===== src/wguard_cfg.svh =====
// Build-time sizes of the write guard
// Included by every RTL file that sizes the transaction table,
// the ID fields, the tick counters or the prescaler

`ifndef WGUARD_CFG_SVH
`define WGUARD_CFG_SVH

// Transactions tracked at the same time
`define WG_TXNS 4

// Width of the AW and B IDs
`define WG_ID_W 4

// Width of the tick counters and of the budget inputs
`define WG_CNT_W 8

// Clock cycles per counter tick
`define WG_PRESCALE 4

`endif

===== src/wguard_pkg.sv =====
// Shared enums of the write guard
// Imported by the tracker, the timeout handler and the top level;
// the testbench uses the cause values to check cause_o

package wguard_pkg;

  // Phase a table entry is in
  typedef enum logic [2:0] {
    PH_FREE = 3'd0,
    PH_AW   = 3'd1,  // AW valid seen, waiting for AW ready
    PH_W    = 3'd2,  // AW accepted, waiting for the last W beat
    PH_B    = 3'd3,  // W last seen, waiting for B valid
    PH_BRDY = 3'd4   // B valid seen, waiting for B ready
  } txn_phase_e;

  // Budget that was overrun first
  typedef enum logic [2:0] {
    CAUSE_NONE = 3'd0,
    CAUSE_AW   = 3'd1,
    CAUSE_W    = 3'd2,
    CAUSE_B    = 3'd3,
    CAUSE_BRDY = 3'd4
  } tmo_cause_e;

endpackage


===== src/write_guard.sv =====
// Write-channel watchdog for an AXI-style bus
// Observes the AW, W and B handshakes between manager and subordinate,
// checks each transaction phase against its budget in prescaled ticks
// and raises a sticky interrupt and reset request on an overrun

`timescale 1ns/1ps
`include "wguard_cfg.svh"

module write_guard (
  input  logic                   clk_i,
  input  logic                   rst_n_i,
  input  logic                   aw_valid_i,
  input  logic                   aw_ready_i,
  input  logic [`WG_ID_W-1:0]    aw_id_i,
  input  logic                   w_valid_i,
  input  logic                   w_ready_i,
  input  logic                   w_last_i,
  input  logic                   b_valid_i,
  input  logic                   b_ready_i,
  input  logic [`WG_ID_W-1:0]    b_id_i,
  input  logic [`WG_CNT_W-1:0]   budget_aw_i,
  input  logic [`WG_CNT_W-1:0]   budget_w_i,
  input  logic [`WG_CNT_W-1:0]   budget_b_i,
  input  logic [`WG_CNT_W-1:0]   budget_brdy_i,
  input  logic                   reset_clear_i,
  output logic                   irq_o,
  output logic                   reset_req_o,
  output wguard_pkg::tmo_cause_e cause_o,
  output logic                   full_o
);

  import wguard_pkg::*;

  logic                aw_start, aw_hs, wlast_hs, bvld, b_hs, tick;
  logic [`WG_ID_W-1:0] aw_id, b_id;
  logic                aw_pending;
  logic                tmo;
  tmo_cause_e          tmo_cause;

  hs_sampler u_sampler (
    .clk_i        ( clk_i      ),
    .rst_n_i      ( rst_n_i    ),
    .aw_valid_i   ( aw_valid_i ),
    .aw_ready_i   ( aw_ready_i ),
    .aw_id_i      ( aw_id_i    ),
    .w_valid_i    ( w_valid_i  ),
    .w_ready_i    ( w_ready_i  ),
    .w_last_i     ( w_last_i   ),
    .b_valid_i    ( b_valid_i  ),
    .b_ready_i    ( b_ready_i  ),
    .b_id_i       ( b_id_i     ),
    .aw_pending_i ( aw_pending ),
    .aw_start_o   ( aw_start   ),
    .aw_hs_o      ( aw_hs      ),
    .aw_id_o      ( aw_id      ),
    .wlast_hs_o   ( wlast_hs   ),
    .bvld_o       ( bvld       ),
    .b_hs_o       ( b_hs       ),
    .b_id_o       ( b_id       ),
    .tick_o       ( tick       )
  );

  // The pending reset request also drops every tracked entry
  txn_tracker u_tracker (
    .clk_i         ( clk_i         ),
    .rst_n_i       ( rst_n_i       ),
    .flush_i       ( reset_req_o   ),
    .aw_start_i    ( aw_start      ),
    .aw_hs_i       ( aw_hs         ),
    .aw_id_i       ( aw_id         ),
    .wlast_hs_i    ( wlast_hs      ),
    .bvld_i        ( bvld          ),
    .b_hs_i        ( b_hs          ),
    .b_id_i        ( b_id          ),
    .tick_i        ( tick          ),
    .budget_aw_i   ( budget_aw_i   ),
    .budget_w_i    ( budget_w_i    ),
    .budget_b_i    ( budget_b_i    ),
    .budget_brdy_i ( budget_brdy_i ),
    .aw_pending_o  ( aw_pending    ),
    .full_o        ( full_o        ),
    .tmo_o         ( tmo           ),
    .tmo_cause_o   ( tmo_cause     )
  );

  timeout_handler u_handler (
    .clk_i         ( clk_i         ),
    .rst_n_i       ( rst_n_i       ),
    .tmo_i         ( tmo           ),
    .tmo_cause_i   ( tmo_cause     ),
    .reset_clear_i ( reset_clear_i ),
    .irq_o         ( irq_o         ),
    .reset_req_o   ( reset_req_o   ),
    .cause_o       ( cause_o       )
  );

endmodule


===== src/timeout_handler.sv =====
// Output side of the write guard
// Turns timeout pulses from the tracker into a sticky interrupt and
// reset request, and keeps the cause of the first timeout until cleared

`timescale 1ns/1ps

module timeout_handler (
  input  logic                   clk_i,
  input  logic                   rst_n_i,
  input  logic                   tmo_i,
  input  wguard_pkg::tmo_cause_e tmo_cause_i,
  input  logic                   reset_clear_i,
  output logic                   irq_o,
  output logic                   reset_req_o,
  output wguard_pkg::tmo_cause_e cause_o
);

  import wguard_pkg::*;

  // Sticky flags, cleared only by reset_clear_i
  always_ff @(posedge clk_i) begin
    if (!rst_n_i || reset_clear_i) begin
      irq_o       <= 1'b0;
      reset_req_o <= 1'b0;
    end else if (tmo_i) begin
      irq_o       <= 1'b1;
      reset_req_o <= 1'b1;
    end
  end

  // Later timeouts leave the first cause in place
  always_ff @(posedge clk_i) begin
    if (!rst_n_i || reset_clear_i) begin
      cause_o <= CAUSE_NONE;
    end else if (tmo_i && !irq_o) begin
      cause_o <= tmo_cause_i;
    end
  end

endmodule


===== src/txn_tracker.sv =====
// Transaction table of the write guard
// Follows each write from AW request to B response through four phases,
// counts prescaled ticks per entry and flags the first budget overrun.
// B responses are matched by ID to the oldest entry waiting for them

`timescale 1ns/1ps
`include "wguard_cfg.svh"

module txn_tracker (
  input  logic                   clk_i,
  input  logic                   rst_n_i,
  input  logic                   flush_i,
  input  logic                   aw_start_i,
  input  logic                   aw_hs_i,
  input  logic [`WG_ID_W-1:0]    aw_id_i,
  input  logic                   wlast_hs_i,
  input  logic                   bvld_i,
  input  logic                   b_hs_i,
  input  logic [`WG_ID_W-1:0]    b_id_i,
  input  logic                   tick_i,
  input  logic [`WG_CNT_W-1:0]   budget_aw_i,
  input  logic [`WG_CNT_W-1:0]   budget_w_i,
  input  logic [`WG_CNT_W-1:0]   budget_b_i,
  input  logic [`WG_CNT_W-1:0]   budget_brdy_i,
  output logic                   aw_pending_o,
  output logic                   full_o,
  output logic                   tmo_o,
  output wguard_pkg::tmo_cause_e tmo_cause_o
);

  import wguard_pkg::*;

  localparam int IDX_W = (`WG_TXNS > 1) ? $clog2(`WG_TXNS) : 1;

  txn_phase_e           phase_q [`WG_TXNS];
  txn_phase_e           phase_d [`WG_TXNS];
  logic [`WG_ID_W-1:0]  id_q    [`WG_TXNS];
  // Number of older entries, so the oldest has the smallest value
  logic [IDX_W-1:0]     age_q   [`WG_TXNS];
  logic [`WG_CNT_W-1:0] cnt_q   [`WG_TXNS];
  logic [`WG_TXNS-1:0]  frz_q;

  logic [`WG_TXNS-1:0]  free_vec, pend_vec, aw_vec, w_vec, b_vec, brdy_vec;
  logic [`WG_TXNS-1:0]  over_vec, move_vec;
  logic [IDX_W-1:0]     alloc_idx, aw_idx, w_idx, b_idx, r_idx, rel_idx, new_age;
  logic [IDX_W:0]       occ_cnt;
  logic                 alloc_ok, aw_mv, w_mv, w_late, b_mv, r_mv, rel_ok;
  logic [`WG_CNT_W-1:0] lim_sel;
  tmo_cause_e           cause_sel, cause_d;

  // Oldest candidate in a set of entries
  function automatic logic [IDX_W-1:0] oldest(input logic [`WG_TXNS-1:0] vec,
                                              input logic [IDX_W-1:0] ages [`WG_TXNS]);
    logic [IDX_W-1:0] sel;
    logic             hit;
    sel = '0;
    hit = 1'b0;
    for (int i = 0; i < `WG_TXNS; i++) begin
      if (vec[i] && (!hit || (ages[i] < ages[sel]))) begin
        sel = IDX_W'(i);
        hit = 1'b1;
      end
    end
    return sel;
  endfunction

  // Per-entry status; frozen entries take no more events
  always_comb begin
    occ_cnt   = '0;
    alloc_idx = '0;
    for (int i = `WG_TXNS - 1; i >= 0; i--) begin
      free_vec[i] = (phase_q[i] == PH_FREE);
      pend_vec[i] = (phase_q[i] == PH_AW);
      aw_vec[i]   = pend_vec[i] && !frz_q[i];
      w_vec[i]    = (phase_q[i] == PH_W) && !frz_q[i];
      b_vec[i]    = (phase_q[i] == PH_B) && !frz_q[i] && (id_q[i] == b_id_i);
      brdy_vec[i] = (phase_q[i] == PH_BRDY) && !frz_q[i] && (id_q[i] == b_id_i);
      if (free_vec[i]) begin
        alloc_idx = IDX_W'(i);
      end else begin
        occ_cnt = occ_cnt + 1'b1;
      end
    end
  end

  assign full_o       = ~(|free_vec);
  assign aw_pending_o = |pend_vec;

  assign aw_idx = oldest(aw_vec, age_q);
  assign w_idx  = oldest(w_vec, age_q);
  assign b_idx  = oldest(b_vec, age_q);
  assign r_idx  = oldest(brdy_vec, age_q);

  // A start together with a handshake is a request accepted at once
  assign alloc_ok = aw_start_i && !full_o;
  assign aw_mv    = aw_hs_i && !aw_start_i && (|aw_vec);
  assign w_mv     = wlast_hs_i && (|w_vec);
  // W last arriving with the AW handshake belongs to the newcomer
  assign w_late   = wlast_hs_i && !(|w_vec);
  assign b_mv     = bvld_i && (|b_vec);
  assign r_mv     = b_hs_i && !bvld_i && (|brdy_vec);
  assign rel_ok   = (b_mv && b_hs_i) || r_mv;
  assign rel_idx  = r_mv ? r_idx : b_idx;
  assign new_age  = IDX_W'(occ_cnt - rel_ok);

  always_comb begin
    for (int i = 0; i < `WG_TXNS; i++) begin
      phase_d[i] = phase_q[i];
      if (alloc_ok && (alloc_idx == IDX_W'(i))) begin
        if (!aw_hs_i) begin
          phase_d[i] = PH_AW;
        end else begin
          phase_d[i] = w_late ? PH_B : PH_W;
        end
      end
      if (aw_mv && (aw_idx == IDX_W'(i))) begin
        phase_d[i] = w_late ? PH_B : PH_W;
      end
      if (w_mv && (w_idx == IDX_W'(i))) begin
        phase_d[i] = PH_B;
      end
      if (b_mv && (b_idx == IDX_W'(i))) begin
        phase_d[i] = b_hs_i ? PH_FREE : PH_BRDY;
      end
      if (r_mv && (r_idx == IDX_W'(i))) begin
        phase_d[i] = PH_FREE;
      end
      move_vec[i] = (phase_d[i] != phase_q[i]);
    end
  end

  // Budget check, lowest overrunning entry sets the cause
  always_comb begin
    cause_d   = CAUSE_NONE;
    lim_sel   = '1;
    cause_sel = CAUSE_NONE;
    for (int i = `WG_TXNS - 1; i >= 0; i--) begin
      case (phase_q[i])
        PH_AW: begin
          lim_sel   = budget_aw_i;
          cause_sel = CAUSE_AW;
        end
        PH_W: begin
          lim_sel   = budget_w_i;
          cause_sel = CAUSE_W;
        end
        PH_B: begin
          lim_sel   = budget_b_i;
          cause_sel = CAUSE_B;
        end
        PH_BRDY: begin
          lim_sel   = budget_brdy_i;
          cause_sel = CAUSE_BRDY;
        end
        default: begin
          lim_sel   = '1;
          cause_sel = CAUSE_NONE;
        end
      endcase
      over_vec[i] = !frz_q[i] && !free_vec[i] && (cnt_q[i] > lim_sel);
      if (over_vec[i]) begin
        cause_d = cause_sel;
      end
    end
  end

  always_ff @(posedge clk_i) begin
    if (!rst_n_i || flush_i) begin
      for (int i = 0; i < `WG_TXNS; i++) begin
        phase_q[i] <= PH_FREE;
      end
      frz_q       <= '0;
      tmo_o       <= 1'b0;
      tmo_cause_o <= CAUSE_NONE;
    end else begin
      for (int i = 0; i < `WG_TXNS; i++) begin
        phase_q[i] <= phase_d[i];
      end
      frz_q       <= frz_q | over_vec;
      tmo_o       <= |over_vec;
      tmo_cause_o <= cause_d;
    end
  end

  // Counters restart on every phase change
  always_ff @(posedge clk_i) begin
    for (int i = 0; i < `WG_TXNS; i++) begin
      if (move_vec[i]) begin
        cnt_q[i] <= '0;
      end else if (tick_i && !free_vec[i] && !frz_q[i] && (cnt_q[i] != '1)) begin
        cnt_q[i] <= cnt_q[i] + 1'b1;
      end
      if (alloc_ok && (alloc_idx == IDX_W'(i))) begin
        id_q[i]  <= aw_id_i;
        age_q[i] <= new_age;
      end else if (rel_ok && !free_vec[i] && (age_q[i] > age_q[rel_idx])) begin
        // Younger entries move up when one leaves
        age_q[i] <= age_q[i] - 1'b1;
      end
    end
  end

endmodule


===== src/hs_sampler.sv =====
// Bus side of the write guard
// Turns the raw AW, W and B levels into one-cycle registered event
// strobes and generates the prescaled tick for the phase counters

`timescale 1ns/1ps
`include "wguard_cfg.svh"

module hs_sampler (
  input  logic                clk_i,
  input  logic                rst_n_i,
  input  logic                aw_valid_i,
  input  logic                aw_ready_i,
  input  logic [`WG_ID_W-1:0] aw_id_i,
  input  logic                w_valid_i,
  input  logic                w_ready_i,
  input  logic                w_last_i,
  input  logic                b_valid_i,
  input  logic                b_ready_i,
  input  logic [`WG_ID_W-1:0] b_id_i,
  input  logic                aw_pending_i,
  output logic                aw_start_o,
  output logic                aw_hs_o,
  output logic [`WG_ID_W-1:0] aw_id_o,
  output logic                wlast_hs_o,
  output logic                bvld_o,
  output logic                b_hs_o,
  output logic [`WG_ID_W-1:0] b_id_o,
  output logic                tick_o
);

  localparam int PS_W = (`WG_PRESCALE > 1) ? $clog2(`WG_PRESCALE) : 1;

  logic [PS_W-1:0] ps_cnt_q;
  logic            b_open_q;
  logic            aw_start_d;

  // A request is new when nothing is open and none was just flagged,
  // or when the channel completed a handshake in the previous cycle
  assign aw_start_d = aw_valid_i & ((~aw_pending_i & ~aw_start_o) | aw_hs_o);

  // Prescaler
  always_ff @(posedge clk_i) begin
    if (!rst_n_i) begin
      ps_cnt_q <= '0;
      tick_o   <= 1'b0;
    end else if (ps_cnt_q == PS_W'(`WG_PRESCALE - 1)) begin
      ps_cnt_q <= '0;
      tick_o   <= 1'b1;
    end else begin
      ps_cnt_q <= ps_cnt_q + 1'b1;
      tick_o   <= 1'b0;
    end
  end

  always_ff @(posedge clk_i) begin
    if (!rst_n_i) begin
      aw_start_o <= 1'b0;
      aw_hs_o    <= 1'b0;
      wlast_hs_o <= 1'b0;
      bvld_o     <= 1'b0;
      b_hs_o     <= 1'b0;
      b_open_q   <= 1'b0;
    end else begin
      aw_start_o <= aw_start_d;
      aw_hs_o    <= aw_valid_i & aw_ready_i;
      wlast_hs_o <= w_valid_i & w_ready_i & w_last_i;
      // Only the first cycle of a B beat counts as B valid
      bvld_o     <= b_valid_i & ~b_open_q;
      b_hs_o     <= b_valid_i & b_ready_i;
      b_open_q   <= b_valid_i & ~b_ready_i;
    end
  end

  // IDs travel with their strobes
  always_ff @(posedge clk_i) begin
    aw_id_o <= aw_id_i;
    b_id_o  <= b_id_i;
  end

endmodule


===== config.mk =====
export PLATFORM = sky130hd
export DESIGN_NAME = write_guard
export DESIGN_NICKNAME = d
export VERILOG_FILES = /design/src/wguard_pkg.sv /design/src/write_guard.sv /design/src/timeout_handler.sv /design/src/txn_tracker.sv /design/src/hs_sampler.sv
export VERILOG_INCLUDE_DIRS = /design/src /design/src/src
export SDC_FILE = /design/constraint.sdc
export NUM_CORES = 1
export LEC_CHECK = 0
export BUFFER_PORTS_ARGS = -buffer_cell sky130_fd_sc_hd__buf_4
export CAP_MARGIN = 10
export CORE_MARGIN = 2
export CORE_UTILIZATION = 55
export CTS_CLUSTER_DIAMETER = 100
export CTS_CLUSTER_SIZE = 25
export DETAILED_ROUTE_END_ITERATION = 16
export PLACE_DENSITY = 0.74
export SLEW_MARGIN = 10
export SYNTH_ARGS = -nofsm -noshare
export SYNTH_HDL_FRONTEND = slang
export SYNTH_SLANG_ARGS = --single-unit

===== constraint.sdc =====
create_clock -name clk_i -period 7.92 [get_ports clk_i]
set_input_delay 1.188 -clock clk_i [delete_from_list [all_inputs] [get_ports clk_i]]
set_output_delay 1.188 -clock clk_i [all_outputs]
set_load 0.01 [all_outputs]

==> results of run 1 <==
[through the flow]
stage / utilization [%] / power, mW / instance area [um^2] / std cells / hold WS, ns
4_1_cts: 60.9 / 1.22 / 8760 / 1148 / 0.396
3_5_place_dp: 58.7 / 0.760 / 8440 / 1132 / 0.387
3_3_place_gp: 58.7 / 0.757 / 8440 / 1132 / 0.382
5_1_grt: 60.9 / 1.26 / 8760 / 1148 / 0.403
2_1_floorplan: - / 0.697 / 8010 / 941 / 0.368
6_report: 60.9 / 1.22 / 8760 / 1148 / 0.387
[area by class of cell]
class	count	area share (%)
clock buffer	11	3.01
clock inverter	5	0.614
inverter	35	1.50
multi-input combinational	755	58.4
sequential	97	28.6
tap	184	2.63
timing repair buffer	61	5.23
[worst max path at each step]
stage,start,to,depth (start not counted)
after detailed placement,u_tracker.phase_q[1][2],u_tracker.age_q[3],23
after global routing,u_tracker.phase_q[1][2],u_tracker.age_q[2],24
after floorplan,u_tracker.phase_q[1][2],u_tracker.age_q[2],26
final,u_tracker.phase_q[1][2],u_tracker.age_q[3],22
after global placement,u_tracker.phase_q[1][2],u_tracker.age_q[2],22
after CTS,u_tracker.phase_q[1][2],u_tracker.age_q[3],23
[layout by cell type (no fill, tap or decap), drive strengths merged, types with 6 or more instances in the layout]
| master | count |
|---|---|
| a211oi | 8 |
| a21o | 12 |
| a21oi | 85 |
| a2bb2oi | 6 |
| a311o | 9 |
| a31oi | 8 |
| and3 | 13 |
| buf | 61 |
| clkbuf | 11 |
| dfxtp | 41 |
| edfxtp | 56 |
| ha | 54 |
| inv | 38 |
| mux2i | 31 |
| nand2 | 64 |
| nand2b | 20 |
| nand3 | 38 |
| nand4 | 8 |
| nor2 | 114 |
| nor2b | 13 |
| nor3 | 21 |
| nor4 | 14 |
| o2111ai | 6 |
| o211ai | 6 |
| o21a | 6 |
| o21ai | 31 |
| o22ai | 21 |
| o31ai | 9 |
| or2 | 9 |
| or3 | 12 |
| or4 | 7 |
| xnor2 | 37 |
| xor2 | 14 |
[power groups by stage]
stage | combinational [mW] | clock, mW | sequential (mW)
after global routing | 0.194 | 0.489 | 0.580
after CTS | 0.173 | 0.472 | 0.577
after floorplan | 0.120 | 0 | 0.577
after detailed placement | 0.172 | 0 | 0.588
final | 0.176 | 0.465 | 0.577
after global placement | 0.169 | 0 | 0.588
[cells by family after synthesis]
logic type,after synthesis
flip-flops,97
XOR/XNOR,51
multiplexers,31
AO/OA/AOI/OAI,257
buffers and inverters,89
AND/OR/NAND/NOR,360
adder cells (fa/ha/maj),56
[state kept, by name, summed over array words and instances, names as in the netlist, 4 cells and up]
signal	cells
u_tracker.id_q	16
u_tracker.frz_q	4
u_tracker.cnt_q	32
u_tracker.age_q	8
u_tracker.phase_q	12
u_sampler.b_id_o	4
u_sampler.aw_id_o	4
[layer usage]
layer	up-vias	wire, um	track usage, %
met3	51	1980	6.23
met1	3476	9830	38.8
met2	363	10100	45.9
met4	0	496	8.99
li1	3549	-	-
met5	-	0	0
==> run metrics, run 1 <==
pin count of the biggest net entering global routing=32; first-pass GRT wire length=35700 um; R2R Path Start=u_tracker.phase_q[1][2]; Final min period=6.83 ns; CTS tree=built; most common cell in the netlist=nor2_1; Post-Synth Simple-Gate Area=23.3%; Main synth FF type=edfxtp_1; syn_area_per_cell=8.51 um^2; root buf cell=clkbuf_16; Syn Nets=1045; fin crit share=86.2%; CP max stage delay=0.72 ns; clk slew on worst S/H paths=0.08 ns; Least-Margin Pin Slew=1.10 ns; XOR/XNOR share of the synthesized area=5.77%; Hold-fix buffers, CTS=0; type of origin of the critical path=register; Reg2Reg Setup Slack=1.09 ns; die height=125 um; worst ir drop on vdd=0.120 mV; GRT Residual Overflow=0; setup bufs post-CTS=0; RSZ-0062 raised after global routing=no; routed via count=7439; worst min path class=register to register; FP Rows=44; Sequential Power Share=47.4%; Synth Area in Compound Gates=22.1%; Antenna diodes=0; IO Port Bufs=55; Resize count post-CTS=0; synth warn=0; clk_skew=0.0121 ns; Max Fclk=146 MHz; pre-CTS WS=1.32 ns; DPL Wire Length=17000 um; vias in the first global route=6942; die width=125 um; die area=15500 um^2; max-slew violations=0; max cap viols=0; combinational power share=14.5%; io pins=56; first-pass detailed-route iteration total=5; hold_sp=u_sampler.b_open_q; multiplexer area fraction after synthesis=3.88%; Post-Syn Instances=941; drt via density=6.48; initial DRC count=912; Reg2Reg Depth=22; Hold Path Depth=1; Critical path buffers and inverters=1; Rel. slew slack=26.1%; Post-synth EDFFs=56; Psw=339 uW; sequential standard cell area=2500 um^2; worst hold path endpoint=u_sampler.bvld_o; area of the multi-input gates=5120 um^2; pwr dens=139 nW/um^2; net count reported at finish=1063; Cell variety after synth=89; Sw Ratio=27.8%; All-Layer GR Usage=28.6%; Post-Route WL=22400 um; Final ANT Viol Nets=0; fraction of layout cells with a size suffix above 1=12.4%; adder-cell area share of the yosys netlist=8.72%; Final Setup Violations=0; largest family of logic cells by synthesized area=simple AND/OR/NAND/NOR gates; final setup margin=1.09 ns; core area=14400 um^2; antenna violations before repair=0; most used cell along the critical path=o21ai_0; starting density of the core=55.7%; synth top area cells=edfxtp_1, dfxtp_1, ha_1, nor2_1, a21oi_1; worst setup path category=register to register; post-synth top area share=21.0%; GPL Wtd Cong=1.01; area leader, netlist=edfxtp_1; Internal=879 uW; Fillers=1270; Worst Path Arrival=6.88 ns; r2r endpoint=u_tracker.age_q[3]; number of synthesized register bits=97; register area share after synthesis=31.3%; most frequent cells after synthesis=nor2_1, a21oi_1, nand2_1; Post-Route Setup TNS=0 ns; DR WL/cell=19.5 um; Post-Syn Area=8010 um^2; worst path cell trace=inv_2, or3_1, nor4_1, nand2_1, nor2_1, a21oi_1, ha_1, o21ai_0, o21ai_0, o21ai_0, ha_1, nor2_1, a31oi_1, o21ai_0, a211oi_1, a21o_1, a211oi_1, a21oi_1, ha_1, or2_2, maj3_2, o21bai_1; status=finished clean; CTS max path bufs=2; Sink Count=97; delay-heaviest family, CP=compound AO/OA/AOI/OAI gates; crit path capture type=register; Fin. Hold Viols=0; slowest cell on the critical path=dfxtp_1; CTS Buf Count=9; depth of the CTS H-tree=3; static power due to leakage=3.30 nW; WP data required=7.97 ns; clk_lat worst skew=0.36 ns; Syn-to-layout area delta=9.39%; DRC=0; Crit Path Max Fanout=17; Post-synth ARST share=0%; Clock Power Share=38.2%
Power figures use the tool's default switching activity.
==> run 2: changes to the inputs <==
--- a/config.mk
+++ b/config.mk
@@ -6,6 +6,7 @@
 export SDC_FILE = /design/constraint.sdc
 export NUM_CORES = 1
 export LEC_CHECK = 0
+export ABC_AREA = 1
 export BUFFER_PORTS_ARGS = -buffer_cell sky130_fd_sc_hd__buf_4
 export CAP_MARGIN = 10
 export CORE_MARGIN = 2
==> run metrics, run 2 <==
Post-Route WL=21000 um; status=finished clean; Syn-to-layout area delta=12.0%; fin crit share=61.3%; type of origin of the critical path=register; pwr dens=141 nW/um^2; static power due to leakage=3.88 nW; Non-Filler Instances=1274; Worst Path Arrival=4.92 ns; Reg2Reg Setup Slack=3.07 ns; DRC=0; Final ANT Viol Nets=0; Clock Power Share=37.6%; depth of the CTS H-tree=3; Main synth FF type=edfxtp_1; syn_area_per_cell=7.52 um^2; first-pass GRT wire length=33200 um; Hold-fix buffers, CTS=0; Post-Route Setup TNS=0 ns; FP Rows=43; clk_lat worst skew=0.35 ns; post-synth top area share=21.7%; hold_ws=0.386 ns; Psw=348 uW; crit path capture type=register; die area=15000 um^2; worst setup path category=register to register; CTS max path bufs=2; pre-CTS WS=3.15 ns; hold_sp=u_sampler.b_open_q; Biggest register=u_tracker.cnt_q; Final Setup Violations=0; CP Launch Point=u_tracker.age_q[7]; GRT Residual Overflow=0; Syn Nets=1133; clk slew on worst S/H paths=0.07 ns; sequential standard cell area=2500 um^2; Sw Ratio=28.4%; worst hold path endpoint=u_sampler.bvld_o; Rel. slew slack=30.1%; starting density of the core=55.9%; net count reported at finish=1193; worst min path class=register to register; die height=123 um; Least-Margin Pin Slew=1.04 ns; Hold Path Depth=1; Internal=876 uW; routed via count=7367; clk_skew=0.00869 ns; Post-synth EDFFs=56; GPL Wtd Cong=1.01; Reg2Reg Depth=30; area leader, netlist=edfxtp_1; Post-Syn Instances=1029; CP max stage delay=0.48 ns; fraction of layout cells with a size suffix above 1=17.5%; max cap viols=0; io pins=56; number of synthesized register bits=97; IO Port Bufs=55; area of the multi-input gates=4600 um^2; r2r endpoint=u_tracker.age_q[3]; WP data required=7.98 ns; most common cell in the netlist=nand2_1; most frequent cells after synthesis=nand2_1, inv_1, nor2_1; commonest non-fill, non-tap cell in the layout=nand2_1; All-Layer GR Usage=28.7%; Sink Count=97; CTS Buf Count=9; pin count of the biggest net entering global routing=19; slowest cell on the critical path=edfxtp_1; R2R Path Start=u_tracker.age_q[7]; antenna violations before repair=0; Antenna diodes=0; initial DRC count=751; Fin. Hold Viols=0; synth top area cells=edfxtp_1, dfxtp_1, nand2_1, ha_1, inv_1; CTS tree=built; Post-Syn Area=7740 um^2; max-slew violations=0; Placed Cells incl. Taps=1258; max reg flops=32; root buf cell=clkbuf_16; Cell variety after synth=50; Resize count post-CTS=0; DPL Wire Length=16600 um; die width=123 um; vias in the first global route=6591; worst ir drop on vdd=0.145 mV; most used cell along the critical path=nand2_1; Fillers=1240; RSZ-0062 raised after global routing=no; final setup margin=3.07 ns; synth warn=0; commonest non-fill, non-tap cells in the layout=nand2_1, inv_1, nor2_1; core area=13800 um^2; register area share after synthesis=32.3%; Final min period=4.85 ns; Crit Path Max Fanout=6; Max Fclk=206 MHz; Sequential Power Share=47.3%; Post-synth ARST share=0%; top flop regs=u_tracker.cnt_q (32), u_tracker.id_q (16), u_tracker.phase_q (12); DR WL/cell=16.5 um; first-pass detailed-route iteration total=5; drt via density=5.78; setup bufs post-CTS=0; combinational power share=15.1%
run 2: logic make-up after synthesis:
kind of cell / count (synthesis) / synth area share [%]
compound gates: 153 / 12.0
xor+xnor: 37 / 4.29
fa+ha+maj: 54 / 8.73
buf+inv: 168 / 8.20
flops: 97 / 32.3
mux: 1 / 0.129
simple gates: 519 / 34.3
run 2: power groups by stage:
stage | logic [mW] | clock network [mW] | registers [mW]
6_report | 0.185 | 0.460 | 0.579
5_1_grt | 0.206 | 0.488 | 0.581
4_1_cts | 0.183 | 0.468 | 0.578
3_5_place_dp | 0.180 | 0 | 0.589
3_3_place_gp | 0.177 | 0 | 0.589
2_1_floorplan | 0.125 | 0 | 0.582
run 2: how the worst max path moves through the flow:
stage                         end  slack (ns)  depth (start not counted)
2_1_floorplan  u_tracker.age_q[0]        3.72                         29
3_3_place_gp   u_tracker.age_q[2]        3.27                         29
3_5_place_dp   u_tracker.age_q[2]        3.15                         30
4_1_cts        u_tracker.age_q[3]        3.12                         30
5_1_grt        u_tracker.age_q[0]        2.66                         29
6_report       u_tracker.age_q[3]        3.07                         30
run 2: cell type report:
class	instances	area share (%)
clock buffer	9	2.60
tap	180	2.60
timing repair buffer	56	4.85
sequential	97	28.9
clock inverter	7	0.997
inverter	161	6.98
multi-input combinational	764	53.1
run 2: routing by layer:
metal  track usage, %  routed length [um]  vias up
li1                 -                   -     3631
met1             39.2                9230     3367
met2             44.8                9340      312
met3             5.34                1620       57
met4             11.9                 800        0
met5                0                   0        -
run 2: critical path: cells and delay by family, from the launching register on:
kind / cells / cell delay [ns]
flip-flops: 1 / 0.48
adder cells (fa/ha/maj): 4 / 1.14
AND/OR/NAND/NOR: 17 / 1.67
buffers and inverters: 2 / 0.25
AO/OA/AOI/OAI: 7 / 1.05
run 2: metrics by stage:
| step | total power [mW] | utilization [%] | area (um^2) |
|---|---|---|---|
| after floorplan | 0.707 | - | 7740 |
| after global placement | 0.766 | 60.4 | 8350 |
| after detailed placement | 0.770 | 60.4 | 8350 |
| after CTS | 1.23 | 62.7 | 8660 |
| after global routing | 1.28 | 62.7 | 8660 |
| final | 1.22 | 62.7 | 8660 |
==> run 3: changes to the inputs <==
--- a/config.mk
+++ b/config.mk
@@ -6,7 +6,7 @@
 export SDC_FILE = /design/constraint.sdc
 export NUM_CORES = 1
 export LEC_CHECK = 0
-export ABC_AREA = 1
+export ABC_AREA = 0
 export BUFFER_PORTS_ARGS = -buffer_cell sky130_fd_sc_hd__buf_4
 export CAP_MARGIN = 10
 export CORE_MARGIN = 2
==> constraint.sdc (replaced) <==
create_clock -name clk_i -period 4.9 [get_ports clk_i]
set_input_delay 0.735 -clock clk_i [delete_from_list [all_inputs] [get_ports clk_i]]
set_output_delay 0.735 -clock clk_i [all_outputs]
set_load 0.01 [all_outputs]
==> run metrics, run 3 (synthesis gave the netlist of run 1 again) <==
top flop regs=u_tracker.cnt_q (32), u_tracker.id_q (16), u_tracker.phase_q (12); max cap viols=0; CTS tree=built; CTS Buf Count=9; Syn-to-layout area delta=23.3%; depth of the CTS H-tree=3; GPL Wtd Cong=1.04; Crit Path Max Fanout=6; Final ANT Viol Nets=0; most used cell along the critical path=a21oi_2; static power due to leakage=3.89 nW; core area=14400 um^2; worst setup path category=register to register; Final Setup Violations=8; net count reported at finish=1175; placed cell areas=9230 um^2; type of origin of the critical path=register; Tot Pwr=1.98 mW; status=finished with violations; CTS max path bufs=2; first-pass detailed-route iteration total=5; Fin. Hold Viols=0; die height=125 um; commonest non-fill, non-tap cells in the layout=buf_4, nor2_1, a21oi_1; failing checks=negative setup slack; clk_skew=0.0135 ns; antenna violations before repair=0; routed via count=7887; fin crit share=102%; GRT Residual Overflow=0; die area=15500 um^2; max reg flops=32; IO Port Bufs=55; vias in the first global route=7423; root buf cell=clkbuf_16; Non-Filler Instances=1260; pin count of the biggest net entering global routing=25; Rel. slew slack=48.2%; DRC=0; commonest non-fill, non-tap cell in the layout=buf_4; pwr dens=201 nW/um^2; clk slew on worst S/H paths=0.08 ns; first-pass GRT wire length=38800 um; Antenna diodes=0; WP data required=4.98 ns; Max Fclk=200 MHz; crit path capture type=register; worst min path class=register to register; worst ir drop on vdd=0.213 mV; initial DRC count=824; DPL Wire Length=18400 um; io pins=56; drt via density=6.26; All-Layer GR Usage=31.2%; die width=125 um; RSZ-0062 raised after global routing=yes; Placed Cells incl. Taps=1223; final setup margin=-0.103 ns; Final min period=5.00 ns; clk_lat worst skew=0.37 ns; max-slew violations=0; pre-CTS WS=-0.245 ns; Sink Count=97; starting density of the core=55.7%; Biggest register=u_tracker.cnt_q; Least-Margin Pin Slew=0.767 ns; Fillers=1168; DR WL/cell=19.7 um; Post-Route WL=24800 um; post-route cell area=9870 um^2; fraction of layout cells with a size suffix above 1=26.6%; slowest cell on the critical path=dfxtp_2; Worst Path Arrival=5.08 ns; FP Rows=44; Post-Route Setup TNS=-0.575 ns; CP max stage delay=0.33 ns
run 3: cell types whose count changed in the layout (fill, tap and decap cells not counted), sizes merged, moves of 22 or more:
cell   previous run  this run
a21oi            35        85
inv             158        39
buf              56       173
nand3            83        38
nand2           212        64
o22ai            61        21
xnor2            15        37
nor3             57        21
mux2i             1        31
run 3: final timing paths:
path	slack [ns]	cells after the start	startpoint	end
worst max-delay path	-0.10	27	u_sampler.b_id_o[2]	u_tracker.age_q[3]
worst min-delay path	0.39	1	u_sampler.b_open_q	u_sampler.bvld_o
worst max register to register	-0.10	27	u_sampler.b_id_o[2]	u_tracker.age_q[3]
worst min register to register	0.39	1	u_sampler.b_open_q	u_sampler.bvld_o
run 3: what timing repair did:
| action | 4_1_cts | 5_1_grt |
|---|---|---|
| hold buffers | 0 | 0 |
| resized for setup | 25 | 17 |
| setup buffers | 14 | 8 |
| setup endpoints to repair | 8 | 48 |
| pin swaps | 19 | 25 |
run 3: where the power goes:
part	total, mW	switching (mW)	leakage, nW	internal [mW]
sequential	0.930	0.0359	0.826	0.894
clock	0.707	0.351	0.139	0.357
combinational	0.347	0.183	2.92	0.163
run 3: critical path, delay by kind of cell (launching register included):
| family | cells | cell delay (ns) |
|---|---|---|
| AND/OR/NAND/NOR | 11 | 1.63 |
| AO/OA/AOI/OAI | 9 | 1.18 |
| adder cells (fa/ha/maj) | 4 | 1.17 |
| flip-flops | 1 | 0.33 |
| buffers and inverters | 2 | 0.28 |
| XOR/XNOR | 1 | 0.14 |
run 3: per-layer routing:
layer	up-vias	track usage, %	wire length, um
met3	82	6.66	2130
met4	0	11.8	771
met1	3668	42.6	10900
met2	375	48.6	11000
li1	3762	-	-
met5	-	0	0
run 3: final cells by class:
type                    count  area [um^2]  area share [%]
clock buffers               9          225            2.28
clock inverters             7         62.6           0.634
inverters                  35          134            1.36
flip-flops and latches     97         2510            25.4
multi-input cells         755         5410            54.8
well taps                 184          230            2.33
repair buffers            173         1300            13.2
run 3: stage by stage:
stage               utilization (%)  hold slack (ns)
floorplan                         -            0.368
global placement               64.3            0.378
detailed placement             64.3            0.381
CTS                            67.8            0.391
global route                   68.7            0.411
finish                         68.7            0.386
